**config.mk**
```make
export PLATFORM = sky130hd
export DESIGN_NAME = execute_stage
export DESIGN_NICKNAME = d
export VERILOG_FILES = /design/src/hw/exec_pkg.sv /design/src/hw/alu.sv /design/src/hw/lsu_request.sv /design/src/hw/csr_access.sv /design/src/hw/flow_control.sv /design/src/hw/execute_stage.sv
export SDC_FILE = /design/constraint.sdc
export NUM_CORES = 1
export LEC_CHECK = 0
export BUFFER_PORTS_ARGS = -buffer_cell sky130_fd_sc_hd__clkbuf_2
export CORE_MARGIN = 3
export CORE_UTILIZATION = 30
export CTS_BUF_LIST = sky130_fd_sc_hd__clkbuf_4
export DETAILED_ROUTE_END_ITERATION = 6
export PLACE_DENSITY = 0.57
export SLEW_MARGIN = 20
export SYNTH_ARGS = -nofsm -noshare
export SYNTH_HDL_FRONTEND = slang
export SYNTH_SLANG_ARGS = --single-unit
export TNS_END_PERCENT = 30
```
**constraint.sdc**
```tcl
create_clock -name clk -period 16.6 [get_ports clk]
set_input_delay 4.15 -clock clk [delete_from_list [all_inputs] [get_ports clk]]
set_output_delay 4.15 -clock clk [all_outputs]
set_load 0.02 [all_outputs]
```
**src/hw/exec_pkg.sv**
```systemverilog
package exec_pkg;

    ////////////////////////////////////////////////////////////
    // Widths
    ////////////////////////////////////////////////////////////

    localparam int XLEN       = 32;
    localparam int CSR_ADDR_W = 12;
    localparam int TAG_W      = 3;

    ////////////////////////////////////////////////////////////
    // Enumerations
    ////////////////////////////////////////////////////////////

    // Decoded operation from the decode stage
    typedef enum logic [5:0] {
        NOP,
        LUI,
        ADD, SUB, SLT, SLTU,
        XOR, OR, AND,
        SLL, SRL, SRA,
        JAL, JALR,
        BEQ, BNE, BLT, BLTU, BGE, BGEU,
        LB, LBU, LH, LHU, LW,
        SB, SH, SW,
        CSRRW, CSRRS, CSRRC,
        CSRRWI, CSRRSI, CSRRCI,
        ECALL, EBREAK, MRET
    } op_e;

    typedef enum logic [1:0] {
        CSR_NONE,
        CSR_WRITE,
        CSR_SET,
        CSR_CLEAR
    } csr_op_e;

    // Encoded as in the mstatus MPP field
    typedef enum logic [1:0] {
        PRIV_USER    = 2'd0,
        PRIV_SUPER   = 2'd1,
        PRIV_MACHINE = 2'd3
    } priv_e;

    // Standard mcause codes with EXC_NONE on a reserved value
    typedef enum logic [3:0] {
        INSTR_MISALIGNED   = 4'd0,
        INSTR_ACCESS_FAULT = 4'd1,
        ILLEGAL_INSTR      = 4'd2,
        BREAKPOINT         = 4'd3,
        LOAD_ACCESS_FAULT  = 4'd5,
        ECALL_U            = 4'd8,
        EXC_NONE           = 4'd10,
        ECALL_M            = 4'd11
    } exc_code_e;

    ////////////////////////////////////////////////////////////
    // Grouped signals
    ////////////////////////////////////////////////////////////

    typedef struct packed {
        logic equal;
        logic less_than;
        logic less_than_unsigned;
    } cmp_flags_t;

    // Faults detected upstream in fetch and decode
    typedef struct packed {
        logic illegal_instr;
        logic misaligned_fetch;
        logic instr_access_fault;
        logic load_access_fault;
    } fault_in_t;

    typedef struct packed {
        logic [XLEN-1:0] address;
        logic            read_enable;
        logic [3:0]      write_enable;
        logic [XLEN-1:0] write_data;
    } mem_req_t;

    typedef struct packed {
        logic [CSR_ADDR_W-1:0] address;
        logic                  read_enable;
        logic                  write_enable;
        csr_op_e               operation;
        logic [XLEN-1:0]       write_data;
    } csr_req_t;

    typedef struct packed {
        logic      raise_exception;
        logic      machine_return;
        logic      interrupt_ack;
        exc_code_e exception_code;
    } trap_t;

endpackage

```
**src/hw/alu.sv**
```systemverilog
module alu
    import exec_pkg::*;
(
    input  op_e             op_i,
    input  logic [XLEN-1:0] pc_i,
    input  logic [XLEN-1:0] op_a_i,
    input  logic [XLEN-1:0] op_b_i,
    input  logic [XLEN-1:0] op_c_i,
    input  logic            compressed_i,
    output logic [XLEN-1:0] sum_o,
    output logic [XLEN-1:0] link_sum_o,
    output logic [XLEN-1:0] result_o,
    output cmp_flags_t      flags_o
);

    logic signed [XLEN-1:0] a_signed;
    logic signed [XLEN-1:0] b_signed;
    logic [4:0]             shamt;
    logic [XLEN-1:0]        add2_a;
    logic [XLEN-1:0]        add2_b;

    assign a_signed = op_a_i;
    assign b_signed = op_b_i;
    assign shamt    = op_b_i[4:0];

    ////////////////////////////////////////////////////////////
    // Adders
    ////////////////////////////////////////////////////////////

    assign sum_o = op_a_i + op_b_i;

    // Second adder serves link address, SUB and branch target
    always_comb begin
        add2_a = pc_i;
        add2_b = op_c_i;
        unique case (op_i)
            JAL, JALR: add2_b = compressed_i ? XLEN'(2) : XLEN'(4);
            SUB: begin
                add2_a = op_a_i;
                add2_b = -op_b_i;
            end
            default: ;
        endcase
    end

    assign link_sum_o = add2_a + add2_b;

    ////////////////////////////////////////////////////////////
    // Compare and result select
    ////////////////////////////////////////////////////////////

    assign flags_o.equal              = (op_a_i == op_b_i);
    assign flags_o.less_than          = (a_signed < b_signed);
    assign flags_o.less_than_unsigned = (op_a_i < op_b_i);

    always_comb begin
        unique case (op_i)
            SLT:     result_o = {{(XLEN-1){1'b0}}, flags_o.less_than};
            SLTU:    result_o = {{(XLEN-1){1'b0}}, flags_o.less_than_unsigned};
            XOR:     result_o = op_a_i ^ op_b_i;
            OR:      result_o = op_a_i | op_b_i;
            AND:     result_o = op_a_i & op_b_i;
            SLL:     result_o = op_a_i << shamt;
            SRL:     result_o = op_a_i >> shamt;
            SRA:     result_o = $unsigned(a_signed >>> shamt);
            // Immediate already shifted by decode
            LUI:     result_o = op_b_i;
            default: result_o = sum_o;
        endcase
    end

endmodule

```
**src/hw/lsu_request.sv**
```systemverilog
module lsu_request
    import exec_pkg::*;
(
    input  op_e             op_i,
    input  logic [XLEN-1:0] sum_i,
    input  logic [XLEN-1:0] store_data_i,
    output mem_req_t        mem_o
);

    logic [1:0] lane;

    assign lane = sum_i[1:0];

    // Bus is word addressed, lanes select the bytes
    assign mem_o.address     = {sum_i[XLEN-1:2], 2'b00};
    assign mem_o.read_enable = op_i inside {LB, LBU, LH, LHU, LW};

    ////////////////////////////////////////////////////////////
    // Byte enables
    ////////////////////////////////////////////////////////////

    always_comb begin
        unique case (op_i)
            SB: begin
                unique case (lane)
                    2'b11:   mem_o.write_enable = 4'b1000;
                    2'b10:   mem_o.write_enable = 4'b0100;
                    2'b01:   mem_o.write_enable = 4'b0010;
                    default: mem_o.write_enable = 4'b0001;
                endcase
            end
            SH:      mem_o.write_enable = lane[1] ? 4'b1100 : 4'b0011;
            SW:      mem_o.write_enable = 4'b1111;
            default: mem_o.write_enable = 4'b0000;
        endcase
    end

    // Replicate so every enabled lane sees the value
    always_comb begin
        unique case (op_i)
            SB:      mem_o.write_data = {4{store_data_i[7:0]}};
            SH:      mem_o.write_data = {2{store_data_i[15:0]}};
            default: mem_o.write_data = store_data_i;
        endcase
    end

    ////////////////////////////////////////////////////////////
    // Checks
    ////////////////////////////////////////////////////////////

    always_comb begin
        assert (mem_o.write_enable inside {4'b0000, 4'b0001, 4'b0010, 4'b0100, 4'b1000,
                                           4'b0011, 4'b1100, 4'b1111}
                && !(mem_o.read_enable && (|mem_o.write_enable)))
            else $error("lsu_request: bad byte enables %b", mem_o.write_enable);
    end

endmodule

```
**src/hw/csr_access.sv**
```systemverilog
module csr_access
    import exec_pkg::*;
(
    input  op_e             op_i,
    input  logic [XLEN-1:0] instruction_i,
    input  logic [XLEN-1:0] op_a_i,
    input  priv_e           privilege_i,
    output csr_req_t        csr_o,
    output logic            illegal_o
);

    logic [CSR_ADDR_W-1:0] addr;
    logic [4:0]            rd;
    logic [4:0]            rs1;
    logic                  read_req;
    logic                  write_req;

    assign addr = instruction_i[31:20];
    assign rd   = instruction_i[11:7];
    assign rs1  = instruction_i[19:15];

    ////////////////////////////////////////////////////////////
    // Access decode
    ////////////////////////////////////////////////////////////

    // rd of zero skips the read, rs1 of zero skips the write
    always_comb begin
        read_req  = 1'b0;
        write_req = 1'b0;
        csr_o.operation = CSR_NONE;
        unique case (op_i)
            CSRRW, CSRRWI: begin
                read_req  = (rd != '0);
                write_req = 1'b1;
                csr_o.operation = CSR_WRITE;
            end
            CSRRS, CSRRSI: begin
                read_req  = 1'b1;
                write_req = (rs1 != '0);
                csr_o.operation = CSR_SET;
            end
            CSRRC, CSRRCI: begin
                read_req  = 1'b1;
                write_req = (rs1 != '0);
                csr_o.operation = CSR_CLEAR;
            end
            default: ;
        endcase
    end

    // Immediate forms carry the zero-extended rs1 field
    assign csr_o.write_data = (op_i inside {CSRRW, CSRRS, CSRRC})
                            ? op_a_i
                            : {{(XLEN-5){1'b0}}, rs1};

    // Top two address bits set means read-only, next two the minimum privilege
    assign illegal_o = (write_req && addr[11:10] == 2'b11)
                     || ((read_req || write_req) && addr[9:8] > privilege_i);

    assign csr_o.address      = addr;
    assign csr_o.read_enable  = read_req && !illegal_o;
    assign csr_o.write_enable = write_req && !illegal_o;

    always_comb begin
        assert (!(csr_o.write_enable && illegal_o))
            else $error("csr_access: write enabled on illegal access to %h", addr);
    end

endmodule

```
**src/hw/flow_control.sv**
```systemverilog
module flow_control
    import exec_pkg::*;
(
    input  logic             clk,
    input  logic             reset_n,
    input  logic             sys_reset_i,
    input  op_e              op_i,
    input  logic [TAG_W-1:0] tag_i,
    input  priv_e            privilege_i,
    input  fault_in_t        faults_i,
    input  logic             csr_illegal_i,
    input  mem_req_t         mem_i,
    input  logic [XLEN-1:0]  sum_i,
    input  logic [XLEN-1:0]  link_sum_i,
    input  cmp_flags_t       flags_i,
    input  logic             interrupt_pending_i,
    output logic             jump_o,
    output logic [XLEN-1:0]  jump_target_o,
    output logic             killed_o,
    output trap_t            trap_o
);

    logic [TAG_W-1:0] tag_q;
    logic             taken;
    logic             mem_access;
    logic             flow_change;

    function automatic trap_t exception(exc_code_e code);
        trap_t t;
        t = '0;
        t.raise_exception = 1'b1;
        t.exception_code  = code;
        return t;
    endfunction

    ////////////////////////////////////////////////////////////
    // Kill
    ////////////////////////////////////////////////////////////

    // Stale flow carries the previous tag
    assign killed_o = (tag_q != tag_i) || sys_reset_i;

    ////////////////////////////////////////////////////////////
    // Branch and jump
    ////////////////////////////////////////////////////////////

    always_comb begin
        unique case (op_i)
            BEQ:       taken = flags_i.equal;
            BNE:       taken = !flags_i.equal;
            BLT:       taken = flags_i.less_than;
            BLTU:      taken = flags_i.less_than_unsigned;
            BGE:       taken = !flags_i.less_than;
            BGEU:      taken = !flags_i.less_than_unsigned;
            JAL, JALR: taken = 1'b1;
            default:   taken = 1'b0;
        endcase
    end

    assign jump_o = taken && !killed_o;

    always_comb begin
        unique case (op_i)
            JALR:    jump_target_o = {sum_i[XLEN-1:1], 1'b0};
            JAL:     jump_target_o = sum_i;
            default: jump_target_o = link_sum_i;
        endcase
    end

    ////////////////////////////////////////////////////////////
    // Traps from highest priority down
    ////////////////////////////////////////////////////////////

    assign mem_access = mem_i.read_enable || (|mem_i.write_enable);

    always_comb begin
        trap_o = '0;
        trap_o.exception_code = EXC_NONE;
        if (killed_o) begin
            trap_o.exception_code = EXC_NONE;
        end else if (faults_i.instr_access_fault) begin
            trap_o = exception(INSTR_ACCESS_FAULT);
        end else if (faults_i.illegal_instr || csr_illegal_i) begin
            trap_o = exception(ILLEGAL_INSTR);
        end else if (faults_i.misaligned_fetch) begin
            trap_o = exception(INSTR_MISALIGNED);
        end else if (op_i == ECALL) begin
            trap_o = exception((privilege_i == PRIV_USER) ? ECALL_U : ECALL_M);
        end else if (op_i == EBREAK) begin
            trap_o = exception(BREAKPOINT);
        end else if (faults_i.load_access_fault && mem_access) begin
            trap_o = exception(LOAD_ACCESS_FAULT);
        end else if (op_i == MRET) begin
            trap_o.machine_return = 1'b1;
        end else if (interrupt_pending_i && op_i != NOP) begin
            trap_o.interrupt_ack = 1'b1;
        end
    end

    ////////////////////////////////////////////////////////////
    // Tag register
    ////////////////////////////////////////////////////////////

    // Advances regardless of stall
    assign flow_change = jump_o || trap_o.raise_exception
                       || trap_o.machine_return || trap_o.interrupt_ack;

    always_ff @(posedge clk or negedge reset_n) begin
        if (!reset_n) begin
            tag_q <= '0;
        end else if (flow_change) begin
            tag_q <= tag_q + 1'b1;
        end
    end

    a_trap_onehot: assert property (@(posedge clk) disable iff (!reset_n)
        $onehot0({trap_o.raise_exception, trap_o.machine_return, trap_o.interrupt_ack}))
        else $error("flow_control: more than one trap kind active");

endmodule

```
**src/hw/execute_stage.sv**
```systemverilog
module execute_stage
    import exec_pkg::*;
(
    input  logic             clk,
    input  logic             reset_n,
    input  logic             sys_reset_i,
    input  logic             stall_i,
    input  logic [XLEN-1:0]  instruction_i,
    input  logic [XLEN-1:0]  pc_i,
    input  logic [XLEN-1:0]  op_a_i,
    input  logic [XLEN-1:0]  op_b_i,
    input  logic [XLEN-1:0]  op_c_i,
    input  op_e              op_i,
    input  logic             compressed_i,
    input  logic [TAG_W-1:0] tag_i,
    input  priv_e            privilege_i,
    input  fault_in_t        faults_i,
    input  logic [XLEN-1:0]  csr_read_data_i,
    input  logic             interrupt_pending_i,
    output mem_req_t         mem_o,
    output csr_req_t         csr_o,
    output logic             jump_o,
    output logic [XLEN-1:0]  jump_target_o,
    output trap_t            trap_o,
    output logic             killed_o,
    output logic [XLEN-1:0]  result_o,
    output logic             write_enable_o,
    output op_e              op_o
);

    logic [XLEN-1:0] sum;
    logic [XLEN-1:0] link_sum;
    logic [XLEN-1:0] alu_result;
    cmp_flags_t      flags;
    logic            csr_illegal;
    logic [XLEN-1:0] result;
    logic            write_enable;

    alu u_alu (
        .op_i         (op_i),
        .pc_i         (pc_i),
        .op_a_i       (op_a_i),
        .op_b_i       (op_b_i),
        .op_c_i       (op_c_i),
        .compressed_i (compressed_i),
        .sum_o        (sum),
        .link_sum_o   (link_sum),
        .result_o     (alu_result),
        .flags_o      (flags)
    );

    // Store data arrives on the third operand
    lsu_request u_lsu_request (
        .op_i         (op_i),
        .sum_i        (sum),
        .store_data_i (op_c_i),
        .mem_o        (mem_o)
    );

    csr_access u_csr_access (
        .op_i          (op_i),
        .instruction_i (instruction_i),
        .op_a_i        (op_a_i),
        .privilege_i   (privilege_i),
        .csr_o         (csr_o),
        .illegal_o     (csr_illegal)
    );

    flow_control u_flow_control (
        .clk                 (clk),
        .reset_n             (reset_n),
        .sys_reset_i         (sys_reset_i),
        .op_i                (op_i),
        .tag_i               (tag_i),
        .privilege_i         (privilege_i),
        .faults_i            (faults_i),
        .csr_illegal_i       (csr_illegal),
        .mem_i               (mem_o),
        .sum_i               (sum),
        .link_sum_i          (link_sum),
        .flags_i             (flags),
        .interrupt_pending_i (interrupt_pending_i),
        .jump_o              (jump_o),
        .jump_target_o       (jump_target_o),
        .killed_o            (killed_o),
        .trap_o              (trap_o)
    );

    ////////////////////////////////////////////////////////////
    // Result and write enable
    ////////////////////////////////////////////////////////////

    always_comb begin
        unique case (op_i)
            CSRRW, CSRRS, CSRRC,
            CSRRWI, CSRRSI, CSRRCI: result = csr_read_data_i;
            JAL, JALR, SUB:         result = link_sum;
            default:                result = alu_result;
        endcase
    end

    always_comb begin
        unique case (op_i)
            NOP, SB, SH, SW,
            BEQ, BNE, BLT, BLTU, BGE, BGEU: write_enable = 1'b0;
            default: write_enable = !(killed_o || trap_o.raise_exception);
        endcase
    end

    ////////////////////////////////////////////////////////////
    // Output registers
    ////////////////////////////////////////////////////////////

    always_ff @(posedge clk or negedge reset_n) begin
        if (!reset_n) begin
            write_enable_o <= 1'b0;
            op_o           <= NOP;
            result_o       <= '0;
        end else if (!stall_i) begin
            write_enable_o <= write_enable;
            op_o           <= op_i;
            result_o       <= result;
        end
    end

endmodule

```
== Yosys cells after proc, flatten, opt, wreduce, memory -nomap -nowiden ==
Cells that the tools add are included.

* Reduce and logical (&&, ||, !) cells: 38
* $mul: 0
* Mux-type cells: 30
* Magnitude comparators: 3
* Bitwise operators: 3
* Shifts and indexed selects: 3
* Div/mod/pow operators: 0
* Add/sub/neg operators: 4
* Equal/unequal tests: 41

{| class="wikitable"
|+ Operators by type and width
! cell !! number
|-
| $pmux 32 s9 || 1
|-
| $pmux 32 s2 || 4
|-
| $eq 6x5->1 const B || 16
|-
| $add 32x32->32 || 2
|-
| $lt 32x32->1 || 2
|-
| $mux 32 || 2
|-
| $eq 6x4->1 const B || 8
|-
| $mux 7 || 5
|-
| $and 32x32->32 || 1
|-
| $eq 32x32->1 || 1
|-
| $neg 32->32 || 1
|-
| $or 32x32->32 || 1
|-
| $shl 32x5->32 || 1
|-
| $shr 32x5->32 || 1
|-
| $sshr 32x5->32 || 1
|-
| $xor 32x32->32 || 1
|-
| $eq 6x6->1 const B || 5
|-
| $eq 6x3->1 const B || 4
|-
| $pmux 4 s3 || 2
|-
| $reduce_bool 5->1 || 3
|-
| $mux 4 || 3
|-
| $reduce_or 10->1 || 1
|-
| $logic_or 1x1->1 || 9
|-
| $reduce_or 2->1 || 4
|-
| 22 further kinds || 43
|}

* Memory bits (read-only): 0
* RAM bits: 0
* Output and inout bits: 197
* Logic and storage cells: 126
* Memories: 0
* Bits in latches: 0
* Register bits: 42

== Longest topological paths before layout ==
Gate-level depths: netlist of run 1.

* Depth after elaboration: 17
* Gate-level depth with buffers: 24

== By module ==
A second synthesis of run 1 with hierarchy kept.

* Cell total of the unflattened synthesis: 1,953
* Area total of the unflattened synthesis: 15,080.7 µm²

{| class="wikitable"
|+ Modules (own cells, without submodules)
! module !! sequential area each (µm²) !! area each (µm²) !! cells each !! times used
|-
| alu || 0.0 || 10,518.8 || 1,450 || 1
|-
| execute_stage || 975.9 || 2,207.1 || 207 || 1
|-
| lsu_request || 0.0 || 915.9 || 123 || 1
|-
| flow_control || 75.1 || 863.3 || 93 || 1
|-
| csr_access || 0.0 || 575.6 || 80 || 1
|}

== Worst setup path after synthesis of run 1 ==
Ideal clock, no wire load.

* Path type: input -> output
* From: input op_b_i[0]
* To: output jump_target_o[31]
* Data arrival time: 9.010 ns
* Cell stages on the path: 24
* Setup slack: 3.440 ns
* Buffers on the path: 5
* Data required time: 12.450 ns
* Cell sequence: buf_4 > buf_4 > buf_4 > buf_4 > inv_1 > ha_1 > nand2_1 > or4_1 > clkbuf_1 > nor3_1 > nand2_1 > nor3_1 > xnor2_1 > o21ai_0 > ha_1 > a21o_1 > a21o_1 > a21oi_1 > o21ai_0 > a221o_1 > o41ai_2 > xor2_1 > xor2_1 > a21oi_1

* Cells in the longest elaborated chain, start to end: 4

{| class="wikitable"
|+ RTL lines
! what !! RTL line !! source
|-
| start, declared || execute_stage.sv:11 || <nowiki>input logic [XLEN-1:0] op_b_i,</nowiki>
|-
| $neg 32->32 || alu.sv:40 || <nowiki>add2_b = -op_b_i;</nowiki>
|-
| $pmux 32 s2 || alu.sv:36 || <nowiki>unique case (op_i)</nowiki>
|-
| $add 32x32->32 || alu.sv:46 || <nowiki>assign link_sum_o = add2_a + add2_b;</nowiki>
|-
| $pmux 32 s2 (*) || flow_control.sv:63 || <nowiki>unique case (op_i)</nowiki>
|-
| end, declared || execute_stage.sv:23 || <nowiki>output logic [XLEN-1:0] jump_target_o,</nowiki>
|}

Mark *: on every way between the ends. The rest lies on a longest branch, timed or not.

== Worst setup path after layout of run 1 ==
* From: input op_b_i[1]
* To: output jump_target_o[31]

Same word-level chain as after synthesis.

==> metrics, run 1 <==
starting density of the core 0.308; TritonCTS clock tree built; DRC violations left 1; area fraction of the dominant cell type after synthesis 0.117; worst hold slack across all endpoints 0.506 ns; type of the worst setup path in -> out; fraction of registers with async set/reset 1.00; Die ar. 49800 sq um; remaining global-route overflow 0; outcome finished, violations left; primary flip-flop cell chosen by synthesis mapping sky130_fd_sc_hd__dfrtp_1; Sinks on Clock Net 42; syn avg cell area about 7.1 sq um; setup TNS after final layout 0 ns; sequential fraction of the synthesis area 0.0742; IO Pins 410; total half-perimeter wirelength after legalization and detailed placement ~60000 um; Final Routed Wirelength 76200 um; number of buffers inserted by port buffering approximately 380; CTS Hold Bufs 0; last weighted congestion value of the routability-driven placer 0.986; number of gates resized after cts 0; clock tree root driver cell sky130_fd_sc_hd__clkbuf_4; Max Slew Vio Count 0; final critical path time including I/O delays and setup 14.57 ns; first-pass detailed-route iteration total 7; maximum number of buffers from clock root to sink 2; pin slew with the least headroom to its limit 1.08 ns; Rel. slew slack 0.275; aggregate global-route resource usage 0.290; global-route wire length before repair between 100000 and 150000 um; post-route antenna net violation count 0; most frequent cell after synthesis sky130_fd_sc_hd__nand2_1; Worst Setup Start Kind input pin; insertion delay of the later-clocked pin in the worst-skew pair 0.46 ns; worst setup skew after layout about 0.00046 ns; top post-synthesis cells by count sky130_fd_sc_hd__nand2_1, sky130_fd_sc_hd__nor2_1, sky130_fd_sc_hd__a21oi_1; vias in the first global route 16300; critical path peak fanout 28; CTS clk-pin slew, worst paths 0.16 ns; post-synthesis cell type count 86; count of yosys warnings during synthesis 0; Leakage 0.00750 uW; max-cap violation count 0; post-route core utilization 0.357; DR vias/cell 6.05; area of the mapped netlist approximately 14000 sq um; final period utilization 0.878; via count 17300; Setup WS pre-CTS 2.31 ns; Worst Hold Depth 1; core area around 46000 sq um; placement row count 78; average detailed-routed wire length per instance 26.7 um; number of enable flip-flop cells after synthesis 0; number of levels in the clock H-tree 2; post-synthesis instance total 1996; number of hold violations in the final report 0; violated checks design-rule violations; buffer count from post-CTS setup fixing 0; unrepaired setup endpoints after global routing no; library cell with the largest summed area after synthesis sky130_fd_sc_hd__ha_1; Pwr Density around 54 nW/um^2; y dimension of the die 223 um; type of element capturing the critical path output pin; required time worst endpoint 12.45 ns; Finish-stage setup viols 0; largest cells by area after synthesis sky130_fd_sc_hd__ha_1, sky130_fd_sc_hd__mux4_2, sky130_fd_sc_hd__dfrtp_1; share of post-route cells with drive strength above 1 0.248; CTS buffer count 5; pin count of the biggest net entering global routing 74; critical path arrival 10.42 ns; Setup WS post-layout 2.03 ns; Die Span X 223 um; achievable clock frequency between 0.06 and 0.07 GHz; count of cells along the worst register-to-register path 6; register bit count reported by yosys 42; count of nets after finishing 2594; initial antenna violation count 9; relative area change from synthesis to final layout 15.8%; DRC violation total after the first TritonRoute iteration 2223; worst ir drop on vdd 0.0452 mV; path type of the worst min-delay path reg -> reg
==> layout by cell type (no fill, tap or decap), types with 14 or more instances in the layout <==
cell,count
sky130_fd_sc_hd__mux2i_1,40
sky130_fd_sc_hd__dfrtp_1,42
sky130_fd_sc_hd__mux2_2,38
sky130_fd_sc_hd__mux4_2,57
sky130_fd_sc_hd__clkbuf_2,379
sky130_fd_sc_hd__a21o_1,28
sky130_fd_sc_hd__a31oi_1,15
sky130_fd_sc_hd__nor2_1,200
sky130_fd_sc_hd__a22oi_1,28
sky130_fd_sc_hd__nand2b_1,25
sky130_fd_sc_hd__nand3_1,22
sky130_fd_sc_hd__a211oi_1,27
sky130_fd_sc_hd__xor2_1,26
sky130_fd_sc_hd__and2_1,35
sky130_fd_sc_hd__ha_1,132
sky130_fd_sc_hd__buf_4,32
sky130_fd_sc_hd__o31ai_1,20
sky130_fd_sc_hd__nand2_1,223
sky130_fd_sc_hd__o21bai_1,18
sky130_fd_sc_hd__o221ai_1,15
sky130_fd_sc_hd__nor2b_1,23
sky130_fd_sc_hd__o211ai_1,16
sky130_fd_sc_hd__nor3_1,40
sky130_fd_sc_hd__a21oi_1,168
sky130_fd_sc_hd__xnor2_1,69
sky130_fd_sc_hd__o22ai_1,14
sky130_fd_sc_hd__inv_1,121
sky130_fd_sc_hd__a221oi_1,20
sky130_fd_sc_hd__o21ai_0,163
sky130_fd_sc_hd__o2111ai_1,21
==> state kept, by name, indices dropped and copies added, names as in the netlist <==
name	count
u_flow_control.tag_q	3
op_o	6
result_o	32
write_enable_o	1
==> worst max-delay path: stages <==
cell                       delay, ns
sky130_fd_sc_hd__buf_2          0.10
sky130_fd_sc_hd__buf_4          0.25
sky130_fd_sc_hd__inv_1          0.56
sky130_fd_sc_hd__ha_1           0.31
sky130_fd_sc_hd__nand2_1        0.14
sky130_fd_sc_hd__or4_1          0.65
sky130_fd_sc_hd__nor3_1         0.67
sky130_fd_sc_hd__nand2_1        0.19
sky130_fd_sc_hd__nor3_1         0.22
sky130_fd_sc_hd__xnor2_1        0.15
sky130_fd_sc_hd__o21ai_0        0.10
sky130_fd_sc_hd__ha_1           0.40
sky130_fd_sc_hd__a21o_1         0.20
sky130_fd_sc_hd__a21o_1         0.17
sky130_fd_sc_hd__a21oi_1        0.19
sky130_fd_sc_hd__o21ai_0        0.14
sky130_fd_sc_hd__a221o_1        0.35
sky130_fd_sc_hd__o41ai_2        0.49
sky130_fd_sc_hd__xor2_1         0.33
sky130_fd_sc_hd__xor2_1         0.13
sky130_fd_sc_hd__a21oi_1        0.28
sky130_fd_sc_hd__clkbuf_2       0.23
==> logic make-up (layout without fill, tap and decap cells) <==
logic type                 Yosys count  in the layout  share of synthesized area
and+or+nand+nor                    661            661                      0.220
AOI/OAI and AO/OA                  635            635                      0.290
buffers and inverters              291            542                     0.0869
muxes                              137            137                      0.151
adders and majority gates          134            134                      0.119
xor gates and xnor gates            95             95                     0.0588
DFF                                 42             42                     0.0742
other                                1              5                   0.000265
==> routing by layer <==
metal | vias to the layer above | track usage | part of all wire
li1 | 7774 | - | -
met1 | 8379 | 0.400 | 0.43
met2 | 969 | 0.466 | 0.45
met3 | 133 | 0.0418 | 0.082
met4 | 6 | 0.0906 | 0.034
met5 | - | 0 | 0.00037
==> worst paths after layout <==
check                           slack [ns]                     from                 endpoint
max in group asynchronous            12.39                  reset_n              result_o[9]
worst min register to register        0.51  u_flow_control.tag_q[2]  u_flow_control.tag_q[2]
worst max-delay path                  2.03                op_b_i[1]        jump_target_o[31]
min in group asynchronous             3.77                  reset_n             result_o[11]
worst min-delay path                  0.51  u_flow_control.tag_q[2]  u_flow_control.tag_q[2]
worst max register to register       13.92  u_flow_control.tag_q[2]  u_flow_control.tag_q[1]
==> where the power goes <==
part / internal [uW] / leakage, uW / switching [uW]
Sequential: 124 / 0.000488 / 15.5
Clock: 16.9 / 0.0000278 / 48.1
Combinational: 231 / 0.00698 / 453
Total: 372 / 0.00750 / 517
==> cell type report <==
type | instances | area [sq um]
antenna | 3 | 7.51
clock buffer | 5 | 37.5
clock inverter | 3 | 23.8
fill | 5031 | 29600
inverter | 122 | 458
multi-input combinational | 1664 | 11900
sequential | 42 | 1050
tap | 600 | 751
timing repair buffer | 412 | 2140
==> per-stage QoR <==
stage          instances  power (uW)  cell area [sq um]
2_1_floorplan       1997         559              14200
3_3_place_gp        2840         809              16300
3_5_place_dp        2840         812              16300
4_1_cts             2848         881              16400
5_1_grt             2849         940              16400
6_report            2851         889              16400
(Power assumes the default switching activity.)
==> inputs of run 2 (changes only) <==
--- a/config.mk
+++ b/config.mk
@@ -10,6 +10,7 @@
 export CORE_UTILIZATION = 30
 export CTS_BUF_LIST = sky130_fd_sc_hd__clkbuf_4
 export DETAILED_ROUTE_END_ITERATION = 6
+export GPL_TIMING_DRIVEN = 0
 export PLACE_DENSITY = 0.57
 export SLEW_MARGIN = 20
 export SYNTH_ARGS = -nofsm -noshare
==> run 2 against run 1 <==
Net effect: the flow now finishes without violations; combinational power grew 7.4%; count of clock-buffer cells in the layout unchanged; fmax is 5.1% lower; via count rose by 6.7%; register-to-register slack about the same; critical path type unchanged.
==> metrics, run 2 (synthesized netlist as in run 1, its figures left out) <==
outcome finished clean; type of element capturing the critical path output pin; required time worst endpoint roughly 12 ns; last weighted congestion value of the routability-driven placer roughly 1.0; post-route core utilization 0.369; critical path arrival 11.21 ns; buffer count from post-CTS setup fixing 0; Max stage delay cell, worst path sky130_fd_sc_hd__nor4_2; y dimension of the die 223 um; Sinks on Clock Net 42; first-pass detailed-route iteration total 6; worst ir drop on vdd 0.0405 mV; maximum number of buffers from clock root to sink 2; initial antenna violation count 4; pin count of the biggest net entering global routing 43; Worst Setup Start Kind input pin; Pwr Density 55.8 nW/um^2; end of the worst register-to-register path u_flow_control.tag_q[1]; worst hold slack across all endpoints 0.502 ns; clock tree root driver cell sky130_fd_sc_hd__clkbuf_4; CTS buffer count 5; aggregate global-route resource usage 0.353; critical path peak fanout 10; Final Routed Wirelength about 93000 um; type of the worst setup path in -> out; Die Span X 223 um; CTS clk-pin slew, worst paths 0.16 ns; unrepaired setup endpoints after global routing no; Rel. slew slack 0.201; remaining global-route overflow 0; post-route antenna net violation count 0; source of the worst register-to-register timing path u_flow_control.tag_q[2]; most frequent cells in the layout sky130_fd_sc_hd__clkbuf_2, sky130_fd_sc_hd__nand2_1, sky130_fd_sc_hd__nor2_1, sky130_fd_sc_hd__a21oi_1, sky130_fd_sc_hd__o21ai_0; Finish-stage setup viols 0; number of buffers inserted by port buffering 387; worst-path cell chain clkbuf_1 > nand2_1 > clkbuf_1 > nor4_2 > nor2_1 > clkbuf_1 > buf_1 > nand2_1 > o21ai_0 > ha_1 > a211oi_1 > o21bai_1 > o31ai_1 > a32oi_1 > a21oi_1 > nor3b_1 > o41ai_2 > xor2_1 > xor2_1 > a21oi_1 > clkbuf_2; insertion delay of the later-clocked pin in the worst-skew pair 0.45 ns; number of hold violations in the final report 0; DRC violation total after the first TritonRoute iteration 2452; routed wl met3 8370 um; placement row count 78; TritonCTS clock tree built; starting density of the core 0.308; DRC violations left 0; via count between 15000 and 20000; crit-path max cell delay 1.04 ns; final period utilization 0.925; minimum setup slack among reg-to-reg paths 13.93 ns; CTS Hold Bufs 0; post-placement cell area approximately 17000 sq um; highest metal layer with signal wires met4; Leakage 0.00773 uW; Die ar. 49800 sq um; number of levels in the clock H-tree 2; final critical path time including I/O delays and setup around 15 ns; core area 46000 sq um; first element of the critical path op_i[1]; share of post-route cells with drive strength above 1 0.239; post-layout instance area 16900 sq um; average detailed-routed wire length per instance 30.9 um; non-filler cells in the finished layout 2997; Biggest register result_o; sum of routed wire segments on met1 40300 um; flip-flop count of the largest register, all copies and words added 32; count of cells along the worst register-to-register path 7; met2 wire len roughly 40000 um; count of nets after finishing around 2700; Top cell by count, worst path sky130_fd_sc_hd__clkbuf_1; relative area change from synthesis to final layout 19.7%; number of placed instances, taps included around 3000; total half-perimeter wirelength after legalization and detailed placement about 77000 um; vias in the first global route 17400; Largest regs result_o: 32 flops, op_o: 6 flops, u_flow_control.tag_q: 3 flops; crit path to jump_target_o[31]; max-cap violation count 0; pin slew with the least headroom to its limit ~1.2 ns; path type of the worst min-delay path reg -> reg; worst setup skew after layout 0.0000973 ns; achievable clock frequency 0.0651 GHz; global-route wire length before repair 129000 um; DR vias/cell slightly above 6; IO Pins 410; number of gates resized after cts 0; most common cell after layout, fill and taps aside sky130_fd_sc_hd__clkbuf_2; Max Slew Vio Count 0; setup TNS after final layout 0 ns
run 2: cell types whose count changed in the layout (fill, tap and decap cells not counted), sizes merged:
cell and delta:
buf +35, clkbuf +109, clkinv +1, clkinvlp -2, diode +2, inv +1
run 2: how the worst min path moves through the flow:
stage | start | to | slack (ns) | depth (start not counted)
after floorplan | u_flow_control.tag_q[2] | u_flow_control.tag_q[2] | 0.46 | 1
after global placement | op_o[5] | op_o[5] | 0.47 | 2
after detailed placement | op_o[1] | op_o[1] | 0.47 | 2
after CTS | u_flow_control.tag_q[2] | u_flow_control.tag_q[2] | 0.51 | 1
after global routing | u_flow_control.tag_q[2] | u_flow_control.tag_q[2] | 0.54 | 1
final | u_flow_control.tag_q[2] | u_flow_control.tag_q[2] | 0.50 | 1
run 2: area by class of cell:
class	count	area, sq um
Fill cell	5097	29000
Inverter	122	458
Multi-Input combinational cell	1664	11900
Antenna cell	5	12.5
Clock buffer	5	37.5
Timing Repair Buffer	387	1940
Clock inverter	3	28.8
Sequential cell	42	1050
Tap cell	600	751
Buffer	169	773
run 2: per-stage QoR:
stage                     setup WS [ns]  total power (uW)
after floorplan                    3.44               559
after global placement             1.47               856
after detailed placement           1.56               856
after CTS                          1.55               927
after global routing               1.06               988
final                              1.24               945
run 2: layer usage:
| metal | up-vias | GRT usage |
|---|---|---|
| met3 | 171 | 0.0718 |
| met5 | - | 0 |
| met4 | 0 | 0.118 |
| li1 | 8068 | - |
| met2 | 1163 | 0.546 |
| met1 | 9022 | 0.490 |
run 2: critical path: cells and delay by family:
family	cells	cell delay (ns)
AND/OR/NAND/NOR	5	2.02
buffers and inverters	5	1.66
adder cells (fa/ha/maj)	1	0.26
AO/OA/AOI/OAI	8	2.63
XOR/XNOR	2	0.47
run 2: power breakdown:
group | switching, uW | internal, uW | total [uW]
registers | 15.2 | 124 | 139
logic | 499 | 238 | 736
clock network | 51.2 | 18.4 | 69.7
total | 565 | 380 | 945
